$ cat src/hdl/afu_control_consts.svh
`ifndef AFU_CONTROL_CONSTS_SVH
`define AFU_CONTROL_CONSTS_SVH

// Command fields
`define AFU_ADDR_W 32
`define AFU_SIZE_W 8

// Tag pool, one tag per outstanding host command
`define AFU_TAG_W 3
`define AFU_NUM_TAGS 8

// Entries in each class queue
`define AFU_QUEUE_DEPTH 4

// Host credits
`define AFU_INIT_CREDITS 4
`define AFU_CREDIT_W 4

// Host response code
`define AFU_RSP_W 2

`endif

$ cat src/hdl/afu_control_pkg.sv
`default_nettype none

`include "afu_control_consts.svh"

package afu_control_pkg;

	// Command classes, listed in issue priority order
	typedef enum logic [1:0] {
		CLASS_WED   = 2'd0,
		CLASS_WRITE = 2'd1,
		CLASS_READ  = 2'd2
	} cmd_class_t;

	typedef enum logic [1:0] {
		ISSUE_IDLE    = 2'd0,
		ISSUE_REQ     = 2'd1,
		ISSUE_RELEASE = 2'd2
	} issue_state_t;

	typedef struct packed {
		logic                   valid;
		cmd_class_t             cls;
		logic [`AFU_ADDR_W-1:0] address;
		logic [`AFU_SIZE_W-1:0] size;
	} cmd_line_t;

	// Payload of the req/ack issue handshake
	typedef struct packed {
		cmd_class_t             cls;
		logic [`AFU_ADDR_W-1:0] address;
		logic [`AFU_SIZE_W-1:0] size;
		logic [`AFU_TAG_W-1:0]  tag;
	} host_cmd_t;

	typedef struct packed {
		logic                  valid;
		logic [`AFU_TAG_W-1:0] tag;
		logic [`AFU_RSP_W-1:0] code;
	} host_rsp_t;

	// Response after the tag lookup
	typedef struct packed {
		logic                  valid;
		cmd_class_t            cls;
		logic [`AFU_TAG_W-1:0] tag;
		logic [`AFU_RSP_W-1:0] code;
	} afu_rsp_t;

	typedef struct packed {
		logic empty;
		logic full;
	} queue_status_t;

endpackage

`default_nettype wire

$ cat src/hdl/afu_control_top.sv
`timescale 1ns/100ps
`default_nettype none

`include "afu_control_consts.svh"

module afu_control_top (
	input  logic                                clock,
	input  logic                                rstn,
	input  logic                                enable_in,
	input  afu_control_pkg::cmd_line_t          wed_cmd_in,
	input  afu_control_pkg::cmd_line_t          write_cmd_in,
	input  afu_control_pkg::cmd_line_t          read_cmd_in,
	input  logic                                host_ack,
	input  afu_control_pkg::host_rsp_t          host_rsp_in,
	output logic                                host_req,
	output afu_control_pkg::host_cmd_t          host_cmd,
	output afu_control_pkg::afu_rsp_t           rsp_out,
	output afu_control_pkg::queue_status_t [2:0] queue_status
);

	afu_control_pkg::cmd_line_t wed_head;
	afu_control_pkg::cmd_line_t write_head;
	afu_control_pkg::cmd_line_t read_head;
	afu_control_pkg::cmd_line_t selected;

	logic                  enable;
	logic                  wed_pop;
	logic                  write_pop;
	logic                  read_pop;
	logic                  grant_en;
	logic                  issue;
	logic                  credit_avail;
	logic                  tag_free;
	logic [`AFU_TAG_W-1:0] alloc_tag;

	always_ff @(posedge clock or negedge rstn) begin
		if (!rstn)
			enable <= 1'b0;
		else
			enable <= enable_in;
	end

	// Pop, tag allocation and credit spend all share this strobe
	assign issue = grant_en && selected.valid;

//////////////////////////////////////////////////////////////////////
// Class queues, status index 0 wed, 1 write, 2 read
//////////////////////////////////////////////////////////////////////

	cmd_queue u_wed_queue (.clock(clock), .rstn(rstn), .push_line(wed_cmd_in),
		.pop(wed_pop), .head(wed_head), .status(queue_status[0]));

	cmd_queue u_write_queue (.clock(clock), .rstn(rstn), .push_line(write_cmd_in),
		.pop(write_pop), .head(write_head), .status(queue_status[1]));

	cmd_queue u_read_queue (.clock(clock), .rstn(rstn), .push_line(read_cmd_in),
		.pop(read_pop), .head(read_head), .status(queue_status[2]));

//////////////////////////////////////////////////////////////////////
// Arbitration, credits, tags and issue
//////////////////////////////////////////////////////////////////////

	cmd_arbiter u_arbiter (.grant_en(grant_en), .wed_head(wed_head),
		.write_head(write_head), .read_head(read_head), .wed_pop(wed_pop),
		.write_pop(write_pop), .read_pop(read_pop), .selected(selected));

	credit_counter u_credits (.clock(clock), .rstn(rstn), .take(issue),
		.give(host_rsp_in.valid), .credit_avail(credit_avail));

	tag_table u_tags (.clock(clock), .rstn(rstn), .alloc(issue),
		.alloc_cls(selected.cls), .host_rsp_in(host_rsp_in), .alloc_tag(alloc_tag),
		.tag_free(tag_free), .rsp_out(rsp_out));

	issue_fsm u_issue (.clock(clock), .rstn(rstn), .enable(enable),
		.credit_avail(credit_avail), .tag_free(tag_free), .selected(selected),
		.alloc_tag(alloc_tag), .host_ack(host_ack), .grant_en(grant_en),
		.host_req(host_req), .host_cmd(host_cmd));

endmodule

`default_nettype wire

$ cat src/hdl/cmd_arbiter.sv
`timescale 1ns/100ps
`default_nettype none

module cmd_arbiter (
	input  logic                       grant_en,
	input  afu_control_pkg::cmd_line_t wed_head,
	input  afu_control_pkg::cmd_line_t write_head,
	input  afu_control_pkg::cmd_line_t read_head,
	output logic                       wed_pop,
	output logic                       write_pop,
	output logic                       read_pop,
	output afu_control_pkg::cmd_line_t selected
);

//////////////////////////////////////////////////////////////////////
// Fixed priority, wed over write over read
//////////////////////////////////////////////////////////////////////

	always_comb begin
		wed_pop   = 1'b0;
		write_pop = 1'b0;
		read_pop  = 1'b0;
		selected  = '0;
		if (grant_en) begin
			if (wed_head.valid) begin
				wed_pop      = 1'b1;
				selected     = wed_head;
				selected.cls = afu_control_pkg::CLASS_WED;
			end else if (write_head.valid) begin
				write_pop    = 1'b1;
				selected     = write_head;
				selected.cls = afu_control_pkg::CLASS_WRITE;
			end else if (read_head.valid) begin
				read_pop     = 1'b1;
				selected     = read_head;
				// Class always follows the queue the line came from
				selected.cls = afu_control_pkg::CLASS_READ;
			end
		end
	end

endmodule

`default_nettype wire

$ cat src/hdl/cmd_queue.sv
`timescale 1ns/100ps
`default_nettype none

`include "afu_control_consts.svh"

module cmd_queue #(
	parameter int DEPTH = `AFU_QUEUE_DEPTH
) (
	input  logic                           clock,
	input  logic                           rstn,
	input  afu_control_pkg::cmd_line_t     push_line,
	input  logic                           pop,
	output afu_control_pkg::cmd_line_t     head,
	output afu_control_pkg::queue_status_t status
);

	localparam int PTR_W = (DEPTH > 1) ? $clog2(DEPTH) : 1;
	localparam int CNT_W = $clog2(DEPTH + 1);

	afu_control_pkg::cmd_line_t mem [DEPTH];

	logic [PTR_W-1:0] wr_ptr;
	logic [PTR_W-1:0] rd_ptr;
	logic [CNT_W-1:0] count;
	logic             do_push;
	logic             do_pop;

	assign status.empty = (count == '0);
	assign status.full  = (count == CNT_W'(DEPTH));

	// Push into a full queue and pop from an empty one are dropped
	assign do_push = push_line.valid && !status.full;
	assign do_pop  = pop && !status.empty;

	always_ff @(posedge clock or negedge rstn) begin
		if (!rstn) begin
			wr_ptr <= '0;
			rd_ptr <= '0;
			count  <= '0;
		end else begin
			if (do_push)
				wr_ptr <= wr_ptr + 1'b1;
			if (do_pop)
				rd_ptr <= rd_ptr + 1'b1;
			case ({do_push, do_pop})
				2'b10:   count <= count + 1'b1;
				2'b01:   count <= count - 1'b1;
				default: count <= count;
			endcase
		end
	end

	always_ff @(posedge clock) begin
		if (do_push)
			mem[wr_ptr] <= push_line;
	end

	// Head is valid exactly while something is stored
	always_comb begin
		head       = mem[rd_ptr];
		head.valid = !status.empty;
	end

endmodule

`default_nettype wire

$ cat src/hdl/credit_counter.sv
`timescale 1ns/100ps
`default_nettype none

`include "afu_control_consts.svh"

module credit_counter (
	input  logic clock,
	input  logic rstn,
	input  logic take,
	input  logic give,
	output logic credit_avail
);

	logic [`AFU_CREDIT_W-1:0] credits;

	// Issue spends one credit, each host response returns one
	always_ff @(posedge clock or negedge rstn) begin
		if (!rstn) begin
			credits <= `AFU_CREDIT_W'(`AFU_INIT_CREDITS);
		end else begin
			case ({take, give})
				2'b10:   credits <= credits - 1'b1;
				2'b01:   credits <= credits + 1'b1;
				// Both or neither leaves the count alone
				default: credits <= credits;
			endcase
		end
	end

	assign credit_avail = (credits != '0);

endmodule

`default_nettype wire

$ cat src/hdl/issue_fsm.sv
`timescale 1ns/100ps
`default_nettype none

`include "afu_control_consts.svh"

module issue_fsm (
	input  logic                       clock,
	input  logic                       rstn,
	input  logic                       enable,
	input  logic                       credit_avail,
	input  logic                       tag_free,
	input  afu_control_pkg::cmd_line_t selected,
	input  logic [`AFU_TAG_W-1:0]      alloc_tag,
	input  logic                       host_ack,
	output logic                       grant_en,
	output logic                       host_req,
	output afu_control_pkg::host_cmd_t host_cmd
);

	afu_control_pkg::issue_state_t state;

	logic take_cmd;

//////////////////////////////////////////////////////////////////////
// Grant
//////////////////////////////////////////////////////////////////////

	// Only idle with enable, a credit and a free tag may take a command
	assign grant_en = (state == afu_control_pkg::ISSUE_IDLE) && enable &&
		credit_avail && tag_free;

	assign take_cmd = grant_en && selected.valid;

//////////////////////////////////////////////////////////////////////
// Four-phase handshake
//////////////////////////////////////////////////////////////////////

	always_ff @(posedge clock or negedge rstn) begin
		if (!rstn) begin
			state    <= afu_control_pkg::ISSUE_IDLE;
			host_req <= 1'b0;
		end else begin
			case (state)
				afu_control_pkg::ISSUE_IDLE: begin
					if (take_cmd) begin
						host_req <= 1'b1;
						state    <= afu_control_pkg::ISSUE_REQ;
					end
				end
				afu_control_pkg::ISSUE_REQ: begin
					// Hold req until the host acks
					if (host_ack) begin
						host_req <= 1'b0;
						state    <= afu_control_pkg::ISSUE_RELEASE;
					end
				end
				afu_control_pkg::ISSUE_RELEASE: begin
					// Wait for ack to drop before the next grant
					if (!host_ack)
						state <= afu_control_pkg::ISSUE_IDLE;
				end
				default: begin
					host_req <= 1'b0;
					state    <= afu_control_pkg::ISSUE_IDLE;
				end
			endcase
		end
	end

	// Command register, held for the whole handshake
	always_ff @(posedge clock) begin
		if (take_cmd) begin
			host_cmd.cls     <= selected.cls;
			host_cmd.address <= selected.address;
			host_cmd.size    <= selected.size;
			host_cmd.tag     <= alloc_tag;
		end
	end

endmodule

`default_nettype wire

$ cat src/hdl/tag_table.sv
`timescale 1ns/100ps
`default_nettype none

`include "afu_control_consts.svh"

module tag_table (
	input  logic                           clock,
	input  logic                           rstn,
	input  logic                           alloc,
	input  afu_control_pkg::cmd_class_t    alloc_cls,
	input  afu_control_pkg::host_rsp_t     host_rsp_in,
	output logic [`AFU_TAG_W-1:0]          alloc_tag,
	output logic                           tag_free,
	output afu_control_pkg::afu_rsp_t      rsp_out
);

	logic [`AFU_NUM_TAGS-1:0] busy;

	afu_control_pkg::cmd_class_t cls_mem [`AFU_NUM_TAGS];

//////////////////////////////////////////////////////////////////////
// Lowest free tag
//////////////////////////////////////////////////////////////////////

	always_comb begin
		alloc_tag = '0;
		for (int i = `AFU_NUM_TAGS - 1; i >= 0; i--) begin
			if (!busy[i])
				alloc_tag = `AFU_TAG_W'(i);
		end
	end

	assign tag_free = !(&busy);

//////////////////////////////////////////////////////////////////////
// Busy bits
//////////////////////////////////////////////////////////////////////

	// Allocated tag is free and responding tag is busy, so they never collide
	always_ff @(posedge clock or negedge rstn) begin
		if (!rstn) begin
			busy <= '0;
		end else begin
			if (alloc)
				busy[alloc_tag] <= 1'b1;
			if (host_rsp_in.valid)
				busy[host_rsp_in.tag] <= 1'b0;
		end
	end

	always_ff @(posedge clock) begin
		if (alloc)
			cls_mem[alloc_tag] <= alloc_cls;
	end

//////////////////////////////////////////////////////////////////////
// Routed response
//////////////////////////////////////////////////////////////////////

	always_ff @(posedge clock or negedge rstn) begin
		if (!rstn) begin
			rsp_out <= '0;
		end else begin
			rsp_out.valid <= host_rsp_in.valid;
			// Class of the command that owned this tag
			rsp_out.cls   <= cls_mem[host_rsp_in.tag];
			rsp_out.tag   <= host_rsp_in.tag;
			rsp_out.code  <= host_rsp_in.code;
		end
	end

endmodule

`default_nettype wire
$ cat config.mk
export PLATFORM = sky130hd
export DESIGN_NAME = afu_control_top
export DESIGN_NICKNAME = d
export VERILOG_FILES = /design/src/hdl/afu_control_pkg.sv /design/src/hdl/afu_control_top.sv /design/src/hdl/cmd_arbiter.sv /design/src/hdl/cmd_queue.sv /design/src/hdl/credit_counter.sv /design/src/hdl/issue_fsm.sv /design/src/hdl/tag_table.sv
export VERILOG_INCLUDE_DIRS = /design/src /design/src/hdl
export SDC_FILE = /design/constraint.sdc
export NUM_CORES = 1
export LEC_CHECK = 0
export ABC_AREA = 1
export BUFFER_PORTS_ARGS = -buffer_cell sky130_fd_sc_hd__buf_4
export CORE_MARGIN = 3
export CORE_UTILIZATION = 43
export CTS_CLUSTER_DIAMETER = 80
export DETAILED_ROUTE_END_ITERATION = 6
export GPL_ROUTABILITY_DRIVEN = 0
export SLEW_MARGIN = 15
export SYNTH_ARGS = -nofsm -noshare
export SYNTH_HDL_FRONTEND = slang
export SYNTH_SLANG_ARGS = --single-unit
export TNS_END_PERCENT = 1
$ cat constraint.sdc
create_clock -name clock -period 2.8 [get_ports clock]
set_clock_uncertainty 0.2 [all_clocks]
set_input_delay 0.14 -clock clock [delete_from_list [all_inputs] [get_ports clock]]
set_output_delay 0.14 -clock clock [all_outputs]
set_load 0.005 [all_outputs]
======== Word level (Yosys, flattened, before mapping) ========
Memories as Yosys holds them, arrays and structs flattened. A register that Yosys moved wholly into a read port is not among the register bits.
Index checks and enable logic that the tools add are counted.
cells by class
  add/subtract/negate cells ............... 14
  multiply operators ...................... 0
  div/mod/pow operators ................... 0
  order comparisons ....................... 4
  eq/ne operators ......................... 16
  shift operators ......................... 0
  muxes and demuxes ....................... 46
  bitwise logic cells ..................... 4
  reduce and logical (&&, ||, !) cells .... 32
operator list
  operator                                                    number
  2-to-1 mux 43 bit                                           4
  2-to-1 mux 3 bit                                            8
  2-to-1 mux 1 bit                                            21
  one-hot mux 3 bit (2 select lines)                          3
  2-to-1 mux 8 bit                                            2
  adder 2 x 1 -> 2 bit, second input constant                 6
  logical AND 1 bit                                           12
  == test 2 x 1 -> 1 bit, second input constant               5
  == test 2 bit, second input constant                        5
  adder 3 x 1 -> 3 bit, second input constant                 3
  == test 3 bit, second input constant                        3
  logical NOT 3 bit                                           3
  subtractor 3 x 1 -> 3 bit, second input constant            3
  AND 8 bit                                                   1
  logical NOT 1 bit                                           8
  less-than comparator 3 x 4 -> 1 bit, second input constant  2
  NOT 8 bit                                                   1
  OR 8 bit                                                    1
  one-hot mux 4 bit (2 select lines)                          1
  AND reduction 8 bit                                         1
  nonzero test 2 bit                                          4
  demux 1 bit (select 3 bit)                                  2
  >= comparator 3 x 1 -> 1 bit, second input constant         2
  2-to-1 mux 2 bit                                            3
  other kinds (10)                                            12
storage, ports and cells
  register bits after elaboration ......... 88
  bits in latches ......................... 0
  bits in writable memories ............... 532
  ROM bits ................................ 0
  input bits .............................. 139
  output and inout port bits .............. 60
  logic and storage cells ................. 141
  memories ................................ 4
memory list
  memory             words  width  rd ports  clocked after Yosys merged registers in  write ports  line             text
  u_read_queue.mem   4      43     1         0                                        1            cmd_queue.sv:20  afu_control_pkg::cmd_line_t mem [DEPTH];
  u_wed_queue.mem    4      43     1         0                                        1            cmd_queue.sv:20
  u_write_queue.mem  4      43     1         0                                        1            cmd_queue.sv:20
  u_tags.cls_mem     8      2      1         1                                        1            tag_table.sv:19  afu_control_pkg::cmd_class_t cls_mem [`AFU_NUM_TAGS];

======== Logic depth before layout (Yosys ltp) ========
Gate-level depths: netlist of the first run.
  depth in word-level cells ............... 16
  mapped depth ............................ 14
  mapped depth without buffers ............ 14

======== Modules after synthesis ========
Synthesis of the first run repeated with hierarchy kept, for this count alone.
unflattened totals
  cells, all modules ...................... 2,167
  area, all modules ....................... 26,422.8 um^2
modules (own cells, without submodules)
  module                         times used  cells an instance  area each (um^2)
  cmd_queue at u_read_queue ...  2           551                7,304.5
  cmd_queue at u_wed_queue       1           551                7,320.8
  issue_fsm                      1           66                 1,508.9
  tag_table                      1           127                1,358.8
  cmd_arbiter                    1           284                1,311.3
  credit_counter                 1           34                 281.5
  afu_control_top                1           3                  32.5

======== Worst setup path before layout of the first run ========
Ideal clock, no wire load.
  path type ............................... register to register
  start ................................... reg u_read_queue.count[0]
  end ..................................... mem u_read_queue.mem[0][0] (netlist name), enable pin
  setup time .............................. 0.438 ns
  arrival ................................. 2.406 ns
  path slack .............................. -0.244 ns
  stages on the path, launching flop included .. 5
  path buffers ............................ 0
  clock period less this slack ............ 3.044 ns
  cells stage by stage .................... dfrtp_1 > inv_2 > nand2_1 > o21ai_1 > nor2_1
on the way
  longest elaborated chain between the ends .. 5
ends and longest elaborated chain
  what                                    line             text
  from (decl)                             cmd_queue.sv:24  logic [CNT_W-1:0] count;
  from (signal assigned)                  cmd_queue.sv:46  2'b10: count <= count + 1'b1;
  from (signal assigned)                  cmd_queue.sv:47  2'b01: count <= count - 1'b1;
  from (signal assigned)                  cmd_queue.sv:48  default: count <= count;
  == test 3 bit                           cmd_queue.sv:29  assign status.full = (count == CNT_W'(DEPTH));
  logical NOT 1 bit                       cmd_queue.sv:32  assign do_push = push_line.valid && !status.full;
  logical AND 1 bit                       cmd_queue.sv:32
  2-to-1 mux 1 bit                        cmd_queue.sv:54  if (do_push)
  2-to-1 mux 1 bit (implied by the code)  cmd_queue.sv:55  mem[wr_ptr] <= push_line;
  to (decl)                               cmd_queue.sv:20
Every way passes these cells.

======== Final worst setup path of the first run ========
  start ................................... reg u_tags.busy[0]
  end ..................................... reg u_wed_queue.count[2]
on the way
  longest elaborated chain between the ends .. 7
  elaborated cells between the ends (all ways) .. 9
  classes of those cells .................. 2 x eq/ne; 2 x mux; 5 x reduce/logical
ends and longest elaborated chain
  what                                                                      line               text
  from (decl)                                                               tag_table.sv:17    logic [`AFU_NUM_TAGS-1:0] busy;
  from (signal assigned)                                                    tag_table.sv:42    busy <= '0;
  from (signal, indexed assignment)                                         tag_table.sv:45    busy[alloc_tag] <= 1'b1;
  from (signal, indexed assignment)                                         tag_table.sv:47    busy[host_rsp_in.tag] <= 1'b0;
  AND reduction 8 bit *                                                     tag_table.sv:33    assign tag_free = !(&busy);
  logical NOT 1 bit *                                                       tag_table.sv:33
  logical AND 1 bit *                                                       issue_fsm.sv:30    credit_avail && tag_free;
  2-to-1 mux 1 bit *                                                        cmd_arbiter.sv:24  if (grant_en) begin
  logical AND 1 bit *                                                       cmd_queue.sv:33    assign do_pop = pop && !status.empty;
  == test 2 x 1 -> 1 bit or == test 2 bit (tied branches)                   cmd_queue.sv:45    case ({do_push, do_pop})
  one-hot mux 3 bit (2 select lines) or nonzero test 2 bit (tied branches)  --
  to (signal assigned)                                                      cmd_queue.sv:46
  to (signal assigned)                                                      cmd_queue.sv:47
  to (signal assigned)                                                      cmd_queue.sv:48
  to (decl)                                                                 cmd_queue.sv:24
Mark *: on every way between the ends. The rest lies on a longest branch, timed or not.
A chain may end at the register's enable or synchronous reset.

==> results.toml, run 1 <==
[layout]
design_area_sq_um = 29500
num-fill-cells = 4314
area_growth_syn_to_layout_pct = 27.8
nets = 2307
final_cells = 2890
multi_input_area_sq_um = 5100
drive_above_1_share = 0.186
seqCellArea_sq_um = 17400

[synthesis]
synth_area_per_cell_sq_um = 13.1
synth-simple-area-share = 0.104
syn-num-nets = 1931
ys_seq_area_frac = 0.752
syn_inst = 1770
yosys.area_share.xor_xnor = 0.00682
synth_top_family_by_area = "simple AND/OR/NAND/NOR gates"
ys_seq_elements = 586
synth_mux_area_frac = 0
yosysUniqueCellTypes = 41
synth-compound-area-share = 0.0915
synthAdderAreaFrac = 0.0132
netlist_area_sq_um = 23100
yosysWarnings = 0

[worst_setup_path]
reg2reg_to = "u_wed_queue.count[2]$_DFFE_PN0P_"
cp.arrival_ns = 2.94
crit_type = "reg2reg"
reg2reg_from = "u_tags.busy[0]$_DFF_PN0_"
worstSetupEndpointType = "flop"
cp_data_required_time_ns = 3.09
r2r_slack_ns = 0.15
rr_worst_depth = 14
path_max_fanout = 8
critPathLaunchType = "flop"

[drt]
drc_errors = 0
drt-initial-drc-count = 1051
vias = 15000
firstDrtPassIters = 5
wl_per_cell_um = 20.3
routed_wl_um = 58700
ant_nets = 0
vias_per_cell = 5.18

[global_route]
grt_pass1_vias = 14800
grt_pass1_wl_um = 88600
overflow = 0
grt_util_met2 = 0.351
busiest_layer = "met2"
antenna_found_initial = 5
grtUsageTotal = 0.206
use_met1 = 0.267
met3_usage = 0.0355
grt_max_degree = 61

[clocking]
clk_path_buf_depth = 3
cts_tree = "done"
h-tree-depth = 2
clkTransAtPathRegs_ns = 0.06
numCtsBuffers = 61
clk_root_buffer_cell = "clkbuf_16"
insertion_delay_ns = 0.64
cts.sinks = 586

[sta]
slew_headroom = 0.628
report.final.slew_viol_count = 0
fin_ws_ns = 0.153
rsz0062_at_grt = "false"
max_slew.worst_pin.slew_ns = 0.558
finalHoldViolCount = 0
fin_crit_sh = 0.945
fmax_mhz = 378
fin_crit_ns = 2.65
setup_violations = 0
setup_tns_ns = 0

[place]
dpl_cell_area_sq_um = 25700
post-dp-hpwl_um = 36200
dp_cells = 2619
pre_cts_ws_ns = 0.0266
io_buffers = 192

[floorplan]
fp.dieW_um = 238
rows = 84
start_util = 0.437
die_area_sq_um = 56600
die_h_um = 238
num_io_pins = 199
core_sq_um = 52900

[power]
p_per_area_nw_per_um2 = 1010
vdd_drop_max_uv = 550
leakage_nw = 11.0

[worst_hold_path]
min_path_type = "in2reg"
worstHoldStart = "wed_cmd_in[6]"
hold_path_end = "u_wed_queue.mem[2][6]$_DFFE_PP_"
holdPathStages = 2

[flow_run]
max_cap_violations = 0

[outcome]
status = "finished, final reports clean"
-- power by group --
part           switching [mW]  total [mW]  internal, mW
sequential              0.591        12.3          11.7
clock                    3.37        8.81          5.44
combinational            5.91        8.84          2.93
total                    9.87        30.0          20.1
-- placed cells by master, fill, tap and decap left out, types with 7 or more instances in the layout --
cell type and count:
nand2_1 120, buf_4 235, nor2_1 328, clkbuf_16 62, o21ai_0 261, nor2_4 15, clkbuf_1 11, nand3_2 10
clkinv_1 11, inv_1 86, ha_1 18, a21oi_1 20, nand3_1 63, xor2_1 13, dlygate4sd3_1 150, edfxtp_1 541
inv_2 7, clkbuf_8 7, o22ai_1 98, buf_12 15, bufinv_16 13, dfrtp_1 41, nand2_2 12, clkinv_2 8
-- cell families (layout without fill, tap and decap cells) --
logic type               count (synthesis)  in the layout
flip-flops                             586            586
AND/OR/NAND/NOR                        568            568
AO/OA/AOI/OAI                          392            392
buffers and inverters                  184            612
adder cells (fa/ha/maj)                 22             22
XOR/XNOR                                18             18
other                                    0              4
-- cell type report --
| type | count | area share |
|---|---|---|
| Multi-Input combinational cell | 1000 | 0.173 |
| Clock buffer | 80 | 0.0572 |
| Tap cell | 688 | 0.0291 |
| Inverter | 95 | 0.0122 |
| Antenna cell | 4 | 0.000339 |
| Clock inverter | 35 | 0.0184 |
| Sequential cell | 586 | 0.588 |
| Timing Repair Buffer | 402 | 0.122 |
-- sequential cells by signal (all words and copies together) (netlist names), 3 cells and up --
| name | cells |
|---|---|
| u_write_queue.count | 3 |
| u_tags.cls_mem | 16 |
| u_read_queue.mem | 160 |
| u_tags.busy | 8 |
| u_credits.credits | 4 |
| u_issue.host_cmd | 45 |
| u_write_queue.mem | 160 |
| u_wed_queue.mem | 160 |
| u_read_queue.count | 3 |
| u_tags.rsp_out | 8 |
| u_wed_queue.count | 3 |
-- how the worst max path moves through the flow --
stage,from,to,cells past startpoint
finish,u_tags.busy[0]$_DFF_PN0_,u_wed_queue.count[2]$_DFFE_PN0P_,14
global route,u_tags.busy[0]$_DFF_PN0_,u_read_queue.count[2]$_DFFE_PN0P_,13
CTS,u_credits.credits[2]$_DFFE_PN1P_,u_wed_queue.count[2]$_DFFE_PN0P_,13
detailed placement,u_read_queue.count[0]$_DFFE_PN0P_,u_credits.credits[3]$_DFFE_PN0P_,13
global placement,u_credits.credits[2]$_DFFE_PN1P_,u_wed_queue.count[2]$_DFFE_PN0P_,13
floorplan,u_read_queue.count[0]$_DFFE_PN0P_,u_read_queue.mem[0][0]$_DFFE_PP_,4
-- timing repair --
action / in CTS / in global routing
setup endpoints to repair: 1 / 3
cloned: 0 / 0
hold buffers: 151 / 0
buffers inserted: 0 / 1
endpoints found under the hold margin: 574 / 0
pin swaps: 0 / 1
gates resized for setup: 1 / 5
-- per-layer routing --
layer / up-vias / wire length [um]
met1: 7379 / 24300
met5: - / 27
met3: 100 / 2950
met2: 383 / 29500
met4: 4 / 1880
li1: 7105 / -
-- synthesized netlist by cell type (all sizes together) --
cell     instances  share of area
nor3             7         0.0020
nand2          137          0.025
nand4            2        0.00054
dfstp            1         0.0011
o21ai          264          0.057
a21o             1        0.00032
o22ai           98          0.027
dfrtp           44          0.048
a32oi            1        0.00038
edfxtp         541           0.70
a31oi            4         0.0011
buf             20         0.0056
clkbuf          69          0.011
xnor2            5         0.0019
fa               4         0.0035
xor2            13         0.0049
a21oi           20         0.0043
o2111ai          2        0.00076
nand3           74          0.019
ha              18         0.0097
or2              1        0.00027
nor2           347          0.058
inv             95          0.016
o21bai           1        0.00032
o21a             1        0.00032
-- through the flow --
stage	hold WS [ns]	power, mW	util
6_report	0.0390	30.0	0.559
5_1_grt	0.0230	31.6	0.559
4_1_cts	0.000314	30.3	0.558
3_5_place_dp	0.0128	21.2	0.487
3_3_place_gp	0.00701	21.0	0.487
2_1_floorplan	-0.356	17.5	-
-- critical path, cell delays in order, from the launching register on --
cell and delay, ns:
dfrtp_1 0.41, nand2_1 0.13, inv_1 0.06, nand2_2 0.11, nor2_4 0.07, nor2_8 0.26
buf_6 0.16, nand2_4 0.05, inv_4 0.06, ha_1 0.13, inv_1 0.06, fa_1 0.38
a21oi_1 0.15, o21ai_0 0.12, xor2_1 0.16
Note: power is estimated with default switching activity, not from simulation.
==> run 2, diff against run 1 <==
--- a/config.mk
+++ b/config.mk
@@ -6,7 +6,7 @@
 export SDC_FILE = /design/constraint.sdc
 export NUM_CORES = 1
 export LEC_CHECK = 0
-export ABC_AREA = 1
+export ABC_AREA = 0
 export BUFFER_PORTS_ARGS = -buffer_cell sky130_fd_sc_hd__buf_4
 export CORE_MARGIN = 3
 export CORE_UTILIZATION = 43
==> run 2 against run 1 <==
  * Non-clock buffer count decreased by 1
  * Synthesized cell count decreased by 40%
  * Synthesized area decreased by 3.0%
  * Clock power decreased by 15%
  * Highest routed layer unchanged
  * Fmax increased by 0.29%
  * Critical path depth decreased by 5
==> results.toml, run 2 <==
[drt]
vias = 11600
ant_nets = 0
routed_wl_um = 51500
firstDrtPassIters = 4
wl_per_cell_um = 23.4
drc_errors = 0
vias_per_cell = 5.28
drt-initial-drc-count = 866

[place]
dp_cells = 1944
io_buffers = 192
pre_cts_ws_ns = -0.0420
post-dp-hpwl_um = 32200

[layout]
num-fill-cells = 3985
area_growth_syn_to_layout_pct = 27.5
drive_above_1_share = 0.340
reg_top3 = "u_read_queue.mem x160, u_wed_queue.mem x160, u_write_queue.mem x160"
multi_input_area_sq_um = 4790
seqCellArea_sq_um = 17400
mostFrequentLayoutCells = "edfxtp_1 (541), buf_4 (246), dlygate4sd3_1 (136)"
final_cells = 2198
nets = 1624
final_common_cell = "edfxtp_1"

[synthesis]
yosys.area.top_type = "edfxtp_1"
yosys.area_share.xor_xnor = 0.00932
ys.flop_type = "edfxtp_1"
synth_mux_area_frac = 0.127
synth_top_family_by_area = "multiplexers"
synth_area_per_cell_sq_um = 21.2
ys_seq_area_frac = 0.775
synth-edff-count = 541
ys_seq_elements = 586
synth-simple-area-share = 0.0359
synth.top_cell.area_share = 0.725
synth-compound-area-share = 0.0243
syn_inst = 1055
yosysWarnings = 0
synth_most_common_cell = "edfxtp_1"
netlist_top_cells_area = "edfxtp_1 (72%), mux4_2 (12%), dfrtp_1 (4.9%)"
synthAdderAreaFrac = 0.0136
netlist_area_sq_um = 22400
async_reset_ff_frac = 0.0768
syn-num-nets = 1216
yosys-top-cells-count = "edfxtp_1 (541), mux4_2 (124), dfrtp_1 (44)"
yosysUniqueCellTypes = 50

[floorplan]
fp.dieW_um = 234
rows = 83
num_io_pins = 199
core_sq_um = 51400
start_util = 0.436
die_area_sq_um = 54900
die_h_um = 234

[sta]
fin_ws_ns = 0.161
setup_violations = 0
max_slew.worst_pin.slew_ns = 0.616
slew_headroom = 0.590
report.final.slew_viol_count = 0
fin_crit_ns = 2.64
finalHoldViolCount = 0
fin_crit_sh = 0.943
rsz0062_at_grt = "false"
fmax_mhz = 379

[power]
comb_power_share = 0.277
pwr-share-clk = 0.269
p_per_area_nw_per_um2 = 977
leakage_nw = 10.0
vdd_drop_max_uv = 502
pwr-share-seq = 0.453
sw_frac_of_total = 0.289
p_switching_mw = 8.07
cellInternalPower_mw = 19.9

[global_route]
busiest_layer = "met2"
grt_pass1_vias = 12100
grtUsageTotal = 0.191
antenna_found_initial = 6
grt_util_met2 = 0.314
grt_max_degree = 45
grt_pass1_wl_um = 76500
use_met1 = 0.266
overflow = 0
met3_usage = 0.0409

[worst_setup_path]
path_max_fanout = 5
crit_chain = "or3_4 > buf_4 > nor4_4 > ha_1 > inv_1 > fa_1 > xor2_1 > nor2_1 > xor2_1"
reg2reg_from = "u_wed_queue.count[0]$_DFFE_PN0P_"
max_stage_delay_ns = 0.43
r2r_slack_ns = 0.16
critPathLaunchType = "flop"
cp_data_required_time_ns = 3.12
rr_worst_depth = 9
cp.arrival_ns = 2.96
worstSetupEndpointType = "flop"
crit_type = "reg2reg"
reg2reg_to = "u_write_queue.count[2]$_DFFE_PN0P_"
cp_slowest_cell = "fa_1"
crit_top_cell = "xor2_1"

[clocking]
h-tree-depth = 2
clk_path_buf_depth = 3
cts.sinks = 586
numCtsBuffers = 58
clk_root_buffer_cell = "clkbuf_16"
clkTransAtPathRegs_ns = 0.06
cts_tree = "done"
insertion_delay_ns = 0.62

[worst_hold_path]
worstHoldStart = "wed_cmd_in[30]"
min_path_type = "in2reg"
hold_path_end = "u_wed_queue.mem[3][30]$_DFFE_PP_"
holdPathStages = 2

[outcome]
status = "finished, final reports clean"

[flow_run]
max_cap_violations = 0
## run 2: cell types whose count changed in the layout (fill, tap and decap cells not counted), sizes merged, moves of 24 or more
cell	before	now
a221oi	0	26
inv	96	22
mux4	0	124
nand2	137	29
nand3	74	4
nor2	347	38
nor3	7	31
o21ai	264	8
o22ai	98	0
## run 2: routing by layer
layer	wire, um	vias up
met3	2780	59
li1	-	5150
met2	25400	286
met5	7	-
met4	804	2
met1	22500	6118
## run 2: power groups by stage
| stage | Sequential [mW] | Clock, mW | Combinational, mW |
|---|---|---|---|
| final | 12.7 | 7.53 | 7.75 |
| after global routing | 12.8 | 8.07 | 8.40 |
| after CTS | 12.7 | 7.71 | 7.88 |
| after detailed placement | 12.9 | 0 | 7.68 |
| after global placement | 12.8 | 0 | 7.60 |
| after floorplan | 12.4 | 0 | 4.73 |
## run 2: cells by family (layout without fill, tap and decap cells)
logic type / after synthesis / in the layout
other: 0 / 5
XOR/XNOR: 23 / 23
flip-flops: 586 / 586
adder cells (fa/ha/maj): 22 / 22
AO/OA/AOI/OAI: 72 / 72
buffers and inverters: 76 / 534
multiplexers: 129 / 129
AND/OR/NAND/NOR: 147 / 147
## run 2: worst max-delay path, delay by kind of cell, from the launching register on
kind	cells	cell delay, ns
xor+xnor	2	0.31
buf+inv	2	0.22
fa+ha+maj	2	0.63
flops	1	0.38
simple gates	3	0.82
## run 2: how the worst max path moves through the flow
stage	from	to	slack [ns]
2_1_floorplan	u_write_queue.count[0]$_DFFE_PN0P_	u_read_queue.count[2]$_DFFE_PN0P_	-0.01
3_3_place_gp	u_wed_queue.count[1]$_DFFE_PN0P_	u_credits.credits[3]$_DFFE_PN0P_	0.001
3_5_place_dp	u_wed_queue.count[1]$_DFFE_PN0P_	u_credits.credits[3]$_DFFE_PN0P_	-0.04
4_1_cts	u_write_queue.count[0]$_DFFE_PN0P_	u_credits.credits[3]$_DFFE_PN0P_	0.04
5_1_grt	u_issue.state[0]$_DFFE_PN0P_	u_credits.credits[3]$_DFFE_PN0P_	0.01
6_report	u_wed_queue.count[0]$_DFFE_PN0P_	u_write_queue.count[2]$_DFFE_PN0P_	0.16
## run 2: final cells by class
type	instances	area share
diodes	5	0.000438
clock buffers	92	0.0584
clock inverters	18	0.00661
inverters	23	0.00311
multi-input cells	393	0.168
flip-flops and latches	586	0.608
well taps	680	0.0298
repair buffers	401	0.126
## run 2: through the flow
step / util / instance area, sq um / TNS (ns) / hold WS, ns / total power, mW
final: 0.556 / 28600 / 0 / 0.0681 / 27.9
after global routing: 0.556 / 28600 / 0 / 0.0427 / 29.3
after CTS: 0.555 / 28500 / 0 / 0.0188 / 28.3
after detailed placement: 0.492 / 25300 / -0.0420 / 0.0165 / 20.5
after global placement: 0.492 / 25300 / 0 / 0.00293 / 20.4
after floorplan: - / 22500 / -0.282 / -0.356 / 17.2
## run 2: timing repair
action | in CTS | in global routing
hold buffers | 137 | 0
resized for setup | 1 | 3
pin swaps | 0 | 1
setup endpoints to repair | 1 | 2
setup buffers | 0 | 2
hold endpoints to repair | 558 | 0
cloned | 0 | 0
